File: config.mk
export PLATFORM = sky130hd
export DESIGN_NAME = dma_copy_top
export DESIGN_NICKNAME = d
export VERILOG_FILES = /design/src/common/dma_pkg.sv /design/src/common/wb_pkg.sv /design/src/source/dma_fifo.sv /design/src/dma_engine/dma_reader.sv /design/src/dma_engine/dma_writer.sv /design/src/source/dma_wb_mux.sv /design/src/source/dma_copy_top.sv
export VERILOG_INCLUDE_DIRS = /design/src /design/src/common
export SDC_FILE = /design/constraint.sdc
export NUM_CORES = 1
export LEC_CHECK = 0
export BUFFER_PORTS_ARGS = -buffer_cell sky130_fd_sc_hd__buf_2
export CORE_MARGIN = 2
export CORE_UTILIZATION = 60
export DETAILED_ROUTE_END_ITERATION = 7
export MAX_ROUTING_LAYER = met4
export PLACE_DENSITY = 0.91
export SYNTH_ARGS = -nofsm -noshare
export SYNTH_HDL_FRONTEND = slang
export SYNTH_HIERARCHICAL = 1
export SYNTH_SLANG_ARGS = --single-unit
export TNS_END_PERCENT = 30
File: constraint.sdc
create_clock -name clk -period 14.5 [get_ports clk]
set_input_delay 3.625 -clock clk [delete_from_list [all_inputs] [get_ports clk]]
set_output_delay 3.625 -clock clk [all_outputs]
set_load 0.01 [all_outputs]
File: src/common/dma_settings.svh
`ifndef DMA_SETTINGS_SVH
`define DMA_SETTINGS_SVH

// Word address width of both memory ports.
`define DMA_ADDR_W 16

`define DMA_DATA_W 32

// Width of the descriptor word count.
`define DMA_LEN_W 8

`define DMA_DESC_DEPTH 4
`define DMA_DATA_DEPTH 8

`endif

File: src/common/dma_pkg.sv
package dma_pkg;

  `include "dma_settings.svh"

  // Direction of a copy job.
  typedef enum logic {
    DDR_TO_HOST = 1'b0,
    HOST_TO_DDR = 1'b1
  } dma_mode_e;

  typedef logic [`DMA_DATA_W-1:0] dma_data_t;

  // One copy request as written by the host.
  typedef struct packed {
    dma_mode_e               mode;
    logic [`DMA_ADDR_W-1:0] src_addr;
    logic [`DMA_ADDR_W-1:0] dst_addr;
    logic [`DMA_LEN_W-1:0]  len;
  } dma_desc_t;

  // The part of a descriptor that the writer and the mux need.
  typedef struct packed {
    dma_mode_e               mode;
    logic [`DMA_ADDR_W-1:0] dst_addr;
    logic [`DMA_LEN_W-1:0]  len;
  } dma_job_t;

endpackage

File: src/common/wb_pkg.sv
package wb_pkg;

  `include "dma_settings.svh"

  // Wishbone classic master to slave signals.
  typedef struct packed {
    logic                    cyc;
    logic                    stb;
    logic                    we;
    logic [`DMA_ADDR_W-1:0] adr;
    logic [`DMA_DATA_W-1:0] dat_w;
  } wb_req_t;

  // Wishbone classic slave to master signals.
  typedef struct packed {
    logic                    ack;
    logic [`DMA_DATA_W-1:0] dat_r;
  } wb_rsp_t;

endpackage

File: src/source/dma_fifo.sv
`timescale 1ns/1ps

module dma_fifo #(
  parameter type payload_t = logic [31:0],
  parameter int  DEPTH     = 4
) (
  input  logic     clk,
  input  logic     arst_n,
  input  logic     push,
  input  payload_t push_data,
  input  logic     pop,
  output payload_t pop_data,
  output logic     full,
  output logic     empty
);

  localparam int PTR_W = (DEPTH > 1) ? $clog2(DEPTH) : 1;
  localparam int CNT_W = $clog2(DEPTH + 1);

  payload_t         mem [DEPTH];
  logic [PTR_W-1:0] wr_ptr;
  logic [PTR_W-1:0] rd_ptr;
  logic [CNT_W-1:0] count;
  logic             do_push;
  logic             do_pop;

  assign full     = count == CNT_W'(DEPTH);
  assign empty    = count == '0;
  assign do_push  = push && !full;
  assign do_pop   = pop && !empty;
  assign pop_data = mem[rd_ptr];

  always_ff @(posedge clk or negedge arst_n) begin
    if (!arst_n) begin
      wr_ptr <= '0;
      rd_ptr <= '0;
      count  <= '0;
    end else begin
      if (do_push) begin
        wr_ptr <= (wr_ptr == PTR_W'(DEPTH - 1)) ? '0 : wr_ptr + 1'b1;
      end
      if (do_pop) begin
        rd_ptr <= (rd_ptr == PTR_W'(DEPTH - 1)) ? '0 : rd_ptr + 1'b1;
      end
      count <= count + CNT_W'(do_push) - CNT_W'(do_pop);
    end
  end

  always_ff @(posedge clk) begin
    if (do_push) begin
      mem[wr_ptr] <= push_data;
    end
  end

endmodule

File: src/dma_engine/dma_reader.sv
`timescale 1ns/1ps

`include "dma_settings.svh"

module dma_reader (
  input  logic                clk,
  input  logic                arst_n,
  input  logic                desc_empty,
  input  dma_pkg::dma_desc_t  desc,
  output logic                desc_pop,
  input  logic                writer_idle,
  output logic                job_start,
  output dma_pkg::dma_job_t   job,
  output wb_pkg::wb_req_t     rd_req,
  input  wb_pkg::wb_rsp_t     rd_rsp,
  input  logic                fifo_full,
  output logic                fifo_push,
  output dma_pkg::dma_data_t  fifo_data
);

  typedef enum logic {
    RD_IDLE,
    RD_READ
  } rd_state_e;

  rd_state_e              state;
  logic [`DMA_ADDR_W-1:0] addr;
  logic [`DMA_LEN_W-1:0]  remaining;
  logic                   word_done;

  // A job starts only once the writer has finished the previous one.
  assign job_start = (state == RD_IDLE) && !desc_empty && writer_idle;
  assign desc_pop  = job_start;
  assign job       = '{mode: desc.mode, dst_addr: desc.dst_addr, len: desc.len};

  // The strobe is held off while the FIFO is full. Only an acked read can
  // fill it, so a raised strobe stays up until its ack.
  always_comb begin
    rd_req     = '0;
    rd_req.cyc = (state == RD_READ) && !fifo_full;
    rd_req.stb = (state == RD_READ) && !fifo_full;
    rd_req.adr = addr;
  end

  assign word_done = rd_req.stb && rd_rsp.ack;
  assign fifo_push = word_done;
  assign fifo_data = rd_rsp.dat_r;

  always_ff @(posedge clk or negedge arst_n) begin
    if (!arst_n) begin
      state     <= RD_IDLE;
      remaining <= '0;
    end else if (job_start) begin
      state     <= RD_READ;
      remaining <= desc.len;
    end else if (word_done) begin
      remaining <= remaining - 1'b1;
      if (remaining == `DMA_LEN_W'(1)) begin
        state <= RD_IDLE;
      end
    end
  end

  always_ff @(posedge clk) begin
    if (job_start) begin
      addr <= desc.src_addr;
    end else if (word_done) begin
      addr <= addr + 1'b1;
    end
  end

endmodule

File: src/dma_engine/dma_writer.sv
`timescale 1ns/1ps

`include "dma_settings.svh"

module dma_writer (
  input  logic                clk,
  input  logic                arst_n,
  input  logic                job_start,
  input  dma_pkg::dma_job_t   job,
  input  logic                fifo_empty,
  input  dma_pkg::dma_data_t  fifo_data,
  output logic                fifo_pop,
  output wb_pkg::wb_req_t     wr_req,
  input  wb_pkg::wb_rsp_t     wr_rsp,
  output logic                idle,
  output logic                done
);

  typedef enum logic [1:0] {
    WR_IDLE,
    WR_WAIT,
    WR_WRITE
  } wr_state_e;

  wr_state_e              state;
  logic [`DMA_ADDR_W-1:0] addr;
  logic [`DMA_LEN_W-1:0]  remaining;
  dma_pkg::dma_data_t     data_q;
  logic                   word_done;
  logic                   last_word;

  assign fifo_pop  = (state == WR_WAIT) && !fifo_empty;
  assign word_done = (state == WR_WRITE) && wr_rsp.ack;
  assign last_word = remaining == `DMA_LEN_W'(1);
  assign idle      = state == WR_IDLE;

  always_comb begin
    wr_req       = '0;
    wr_req.cyc   = state == WR_WRITE;
    wr_req.stb   = state == WR_WRITE;
    wr_req.we    = state == WR_WRITE;
    wr_req.adr   = addr;
    wr_req.dat_w = data_q;
  end

  always_ff @(posedge clk or negedge arst_n) begin
    if (!arst_n) begin
      state     <= WR_IDLE;
      remaining <= '0;
      done      <= 1'b0;
    end else begin
      done <= word_done && last_word;
      case (state)
        WR_IDLE: begin
          if (job_start) begin
            state     <= WR_WAIT;
            remaining <= job.len;
          end
        end
        WR_WAIT: begin
          if (!fifo_empty) begin
            state <= WR_WRITE;
          end
        end
        default: begin
          if (word_done) begin
            remaining <= remaining - 1'b1;
            state     <= last_word ? WR_IDLE : WR_WAIT;
          end
        end
      endcase
    end
  end

  always_ff @(posedge clk) begin
    if (job_start && idle) begin
      addr <= job.dst_addr;
    end else if (word_done) begin
      addr <= addr + 1'b1;
    end
    if (fifo_pop) begin
      data_q <= fifo_data;
    end
  end

endmodule

File: src/source/dma_wb_mux.sv
`timescale 1ns/1ps

module dma_wb_mux (
  input  logic                clk,
  input  logic                arst_n,
  input  logic                job_start,
  input  dma_pkg::dma_mode_e  job_mode,
  input  wb_pkg::wb_req_t     rd_req,
  output wb_pkg::wb_rsp_t     rd_rsp,
  input  wb_pkg::wb_req_t     wr_req,
  output wb_pkg::wb_rsp_t     wr_rsp,
  output wb_pkg::wb_req_t     host_req,
  input  wb_pkg::wb_rsp_t     host_rsp,
  output wb_pkg::wb_req_t     ddr_req,
  input  wb_pkg::wb_rsp_t     ddr_rsp
);

  dma_pkg::dma_mode_e mode_q;

  // The mode is taken at job start and held for the whole job.
  always_ff @(posedge clk or negedge arst_n) begin
    if (!arst_n) begin
      mode_q <= dma_pkg::DDR_TO_HOST;
    end else if (job_start) begin
      mode_q <= job_mode;
    end
  end

  always_comb begin
    if (mode_q == dma_pkg::HOST_TO_DDR) begin
      host_req = rd_req;
      rd_rsp   = host_rsp;
      ddr_req  = wr_req;
      wr_rsp   = ddr_rsp;
    end else begin
      ddr_req  = rd_req;
      rd_rsp   = ddr_rsp;
      host_req = wr_req;
      wr_rsp   = host_rsp;
    end
  end

endmodule

File: src/source/dma_copy_top.sv
`timescale 1ns/1ps

`include "dma_settings.svh"

module dma_copy_top (
  input  logic            clk,
  input  logic            arst_n,
  input  wb_pkg::wb_req_t desc_req,
  output wb_pkg::wb_rsp_t desc_rsp,
  output wb_pkg::wb_req_t host_req,
  input  wb_pkg::wb_rsp_t host_rsp,
  output wb_pkg::wb_req_t ddr_req,
  input  wb_pkg::wb_rsp_t ddr_rsp,
  output logic            done,
  output logic            busy
);

  // The descriptor is wider than a data word, so its top bits are carried
  // in the low bits of adr.
  localparam int DESC_ADR_W = $bits(dma_pkg::dma_desc_t) - `DMA_DATA_W;

  dma_pkg::dma_desc_t desc_in;
  dma_pkg::dma_desc_t desc_head;
  logic               desc_ack_q;
  logic               desc_full;
  logic               desc_empty;
  logic               desc_pop;
  logic               job_start;
  dma_pkg::dma_job_t  job;
  logic               writer_idle;
  logic               fifo_push;
  dma_pkg::dma_data_t fifo_wdata;
  logic               fifo_full;
  logic               fifo_empty;
  logic               fifo_pop;
  dma_pkg::dma_data_t fifo_rdata;
  wb_pkg::wb_req_t    rd_req;
  wb_pkg::wb_rsp_t    rd_rsp;
  wb_pkg::wb_req_t    wr_req;
  wb_pkg::wb_rsp_t    wr_rsp;

  assign desc_in = {desc_req.adr[DESC_ADR_W-1:0], desc_req.dat_w};

  // Registered ack. The queue is written in the ack cycle while the master
  // still holds the descriptor.
  always_ff @(posedge clk or negedge arst_n) begin
    if (!arst_n) begin
      desc_ack_q <= 1'b0;
      busy       <= 1'b0;
    end else begin
      desc_ack_q <= desc_req.cyc && desc_req.stb && desc_req.we && !desc_full && !desc_ack_q;
      busy       <= desc_ack_q || !desc_empty || !writer_idle;
    end
  end

  assign desc_rsp = '{ack: desc_ack_q, dat_r: '0};

  dma_fifo #(.payload_t(dma_pkg::dma_desc_t), .DEPTH(`DMA_DESC_DEPTH)) desc_queue_inst (
    .clk(clk), .arst_n(arst_n), .push(desc_ack_q), .push_data(desc_in), .pop(desc_pop),
    .pop_data(desc_head), .full(desc_full), .empty(desc_empty)
  );

  dma_fifo #(.payload_t(dma_pkg::dma_data_t), .DEPTH(`DMA_DATA_DEPTH)) data_fifo_inst (
    .clk(clk), .arst_n(arst_n), .push(fifo_push), .push_data(fifo_wdata), .pop(fifo_pop),
    .pop_data(fifo_rdata), .full(fifo_full), .empty(fifo_empty)
  );

  dma_reader dma_reader_inst (
    .clk(clk), .arst_n(arst_n), .desc_empty(desc_empty), .desc(desc_head),
    .desc_pop(desc_pop), .writer_idle(writer_idle), .job_start(job_start), .job(job),
    .rd_req(rd_req), .rd_rsp(rd_rsp), .fifo_full(fifo_full), .fifo_push(fifo_push),
    .fifo_data(fifo_wdata)
  );

  dma_writer dma_writer_inst (
    .clk(clk), .arst_n(arst_n), .job_start(job_start), .job(job), .fifo_empty(fifo_empty),
    .fifo_data(fifo_rdata), .fifo_pop(fifo_pop), .wr_req(wr_req), .wr_rsp(wr_rsp),
    .idle(writer_idle), .done(done)
  );

  dma_wb_mux dma_wb_mux_inst (
    .clk(clk), .arst_n(arst_n), .job_start(job_start), .job_mode(job.mode),
    .rd_req(rd_req), .rd_rsp(rd_rsp), .wr_req(wr_req), .wr_rsp(wr_rsp),
    .host_req(host_req), .host_rsp(host_rsp), .ddr_req(ddr_req), .ddr_rsp(ddr_rsp)
  );

endmodule

==> reports/metrics.yaml <==
status:
  outcome: "finished clean"
placement:
  post_dp_cell_area_sq_um: 24580
  portBuffers: 216
  gp_congestion: 0.7901
  place_hpwl_mm: 28.32
setup_path:
  cp-start-kind: "flop"
  slowest_stage: "buf_4"
  crit_arrival_ns: 2.67
  cp_slowest_stage_delay_ns: 0.83
  end_kind: "output port"
  required_ns: 10.88
  crit_type: "reg -> out"
  path_cells: "buf_4 > mux2_4 > buf_2"
  cp_max_fo: 65
routing:
  dr.pass1.iters: 5
  drt_iter0_markers: 1216
  ant_nets: 0
  via_count: 12190
  viasPerCell: 5.929
  wl_mm: 48.47
  drc: 0
  routedWlPerCell_um: 23.57
clocking:
  cts_tree: "yes"
  cts_resized: 0
  cts.hold.buffers_added: 0
  post_cts_buffers: 0
  clock_latency_ns: 0.59
  path_clk_slew_ns: 0.06
  clock_path_buffers: 3
  clock_sinks: 524
  htreeDepth: 2
  root_buffer: "clkbuf_16"
  cts_buffers: 50
finish:
  final_layout_size_suffix_gt1_frac: 0.4038
  syn_to_final_growth_pct: 10.33
  nets: 1639
  final_cell_area_sq_um: 26250
timing:
  hold_violations: 0
  setup_viol: 0
  drv_slew: 0
  finClkSkew_ns: 0.02094
  slew_headroom: 0.2562
  fmax_mhz: 158.9
  fin_crit_ns: 6.293
  layout_worst_path_cycle_share: 0.4340
  worst_pin_slew_ns: 1.110
  rsz0062_at_grt: "no"
  tns_ns: 0
grt:
  gr-total-overflow: 0
  grt_pass1_wl_mm: 73.49
  grt_use_total: 0.2442
  grt_max_degree: 66
  grt_pass1_vias: 12550
  antenna_found_initial: 4
job:
  maxCapViolations: 0
floorplan:
  die_height_um: 203.1
  core-area_sq_um: 38920
  die_area_sq_um: 41260
  die_w_um: 203.1
  pin_count: 256
  rows: 72
  start_util: 0.6114
power:
  vdd_drop_max_mv: 0.1405
  power_leakage_nw: 9.279
  powerDensity_nw_per_um2: 138.3
logic_synthesis:
  syn-instance-count: 1325
  syn_avg_cell_area_sq_um: 17.96
  ys_warn_count: 6
  netlist_area_sq_um: 23790
hold_path:
  hold_path.class: "reg -> reg"
metrics by stage:
| stage | hold WS (ns) | util | worst slack, ns | cells | power [mW] |
|---|---|---|---|---|---|
| 2_1_floorplan | 0.4630 | - | 6.731 | 1388 | 2.206 |
| 3_3_place_gp | 0.4963 | 0.6317 | 8.363 | 1961 | 2.311 |
| 3_5_place_dp | 0.4955 | 0.6317 | 8.251 | 1961 | 2.346 |
| 4_1_cts | 0.5042 | 0.6742 | 8.170 | 2051 | 3.653 |
| 5_1_grt | 0.5321 | 0.6745 | 8.082 | 2055 | 3.764 |
| 6_report | 0.4942 | 0.6745 | 8.207 | 2056 | 3.630 |
cell usage in the layout (no fill, tap or decap), types with 3 or more instances in the layout:
cell       count
a21oi_1       25
a22oi_1        3
and2_1         5
buf_2        216
buf_4         22
bufinv_16      5
clkbuf_1      13
clkbuf_16     51
clkbuf_8       6
clkinv_2      10
conb_1        65
dfrtp_1       35
dfrtp_2        3
diode_2        5
edfxtp_1     484
ha_1          23
inv_1         29
mux2_1         3
mux2_2        77
mux2_4       100
mux4_1         6
mux4_2        99
nand2_1       43
nand2b_1       5
nand3_1       14
nand3b_1       3
nand4_1        9
nor2_1        37
nor2_4         4
nor2b_1        5
nor3_1         8
nor3_2         5
nor4_1         8
o21ai_0       32
xnor2_1       24
xor2_1        14
critical path: cells and delay by family, from the launching register on:
family   cells  cell delay (ns)
buf+inv      2             0.97
flops        1             0.66
mux          1             0.35
flip-flops by register name, indices dropped and copies added (netlist names):
register                   flops
busy                           1
data_fifo_inst/count           4
data_fifo_inst/mem           256
data_fifo_inst/rd_ptr          3
data_fifo_inst/wr_ptr          3
desc_ack_q                     1
desc_queue_inst/count          3
desc_queue_inst/mem          164
desc_queue_inst/rd_ptr         2
desc_queue_inst/wr_ptr         2
dma_reader_inst/addr          16
dma_reader_inst/remaining      8
dma_reader_inst/state          1
dma_wb_mux_inst/mode_q         1
dma_writer_inst/addr          16
dma_writer_inst/data_q        32
dma_writer_inst/done           1
dma_writer_inst/remaining      8
dma_writer_inst/state          2
per-layer routing:
metal / wire length (um) / up-vias / GRT usage
met2: 25750 / 628 / 0.4227
met5: 0 / - / -
met1: 17700 / 6181 / 0.2989
li1: - / 5293 / -
met4: 1191 / 0 / 0.06257
met3: 3821 / 87 / 0.04554
area by class of cell:
type / instances / area, sq um
Clock inverter: 20 / 247.7
Sequential cell: 524 / 15550
Fill cell: 2387 / 12670
Clock buffer: 70 / 1408
Multi-Input combinational cell: 650 / 7027
Antenna cell: 5 / 12.51
Timing Repair Buffer: 238 / 1246
Inverter: 31 / 116.4
Tap cell: 518 / 648.1
final timing paths:
check,startpoint,endpoint,slack (ns),cells past startpoint
worst max-delay path,dma_wb_mux_inst/mode_q$_DFFE_PN0P_,host_req[8],8.21,3
worst min-delay path,desc_ack_q$_DFF_PN0_,desc_ack_q$_DFF_PN0_,0.49,1
worst max register to register,dma_writer_inst/state[1]$_DFFE_PN0P_,dma_writer_inst/remaining[0]$_DFFE_PN0P_,10.36,9
worst min register to register,desc_ack_q$_DFF_PN0_,desc_ack_q$_DFF_PN0_,0.49,1
max in group asynchronous,arst_n,dma_wb_mux_inst/mode_q$_DFFE_PN0P_,10.63,1
min in group asynchronous,arst_n,dma_reader_inst/remaining[1]$_DFFE_PN0P_,3.18,1
power breakdown:
| group | switching, mW | total, mW | internal (mW) |
|---|---|---|---|
| logic | 0.234 | 0.398 | 0.164 |
| registers | 0.0892 | 1.93 | 1.84 |
| clock network | 0.539 | 1.31 | 0.766 |
Power figures use the tool's default switching activity.
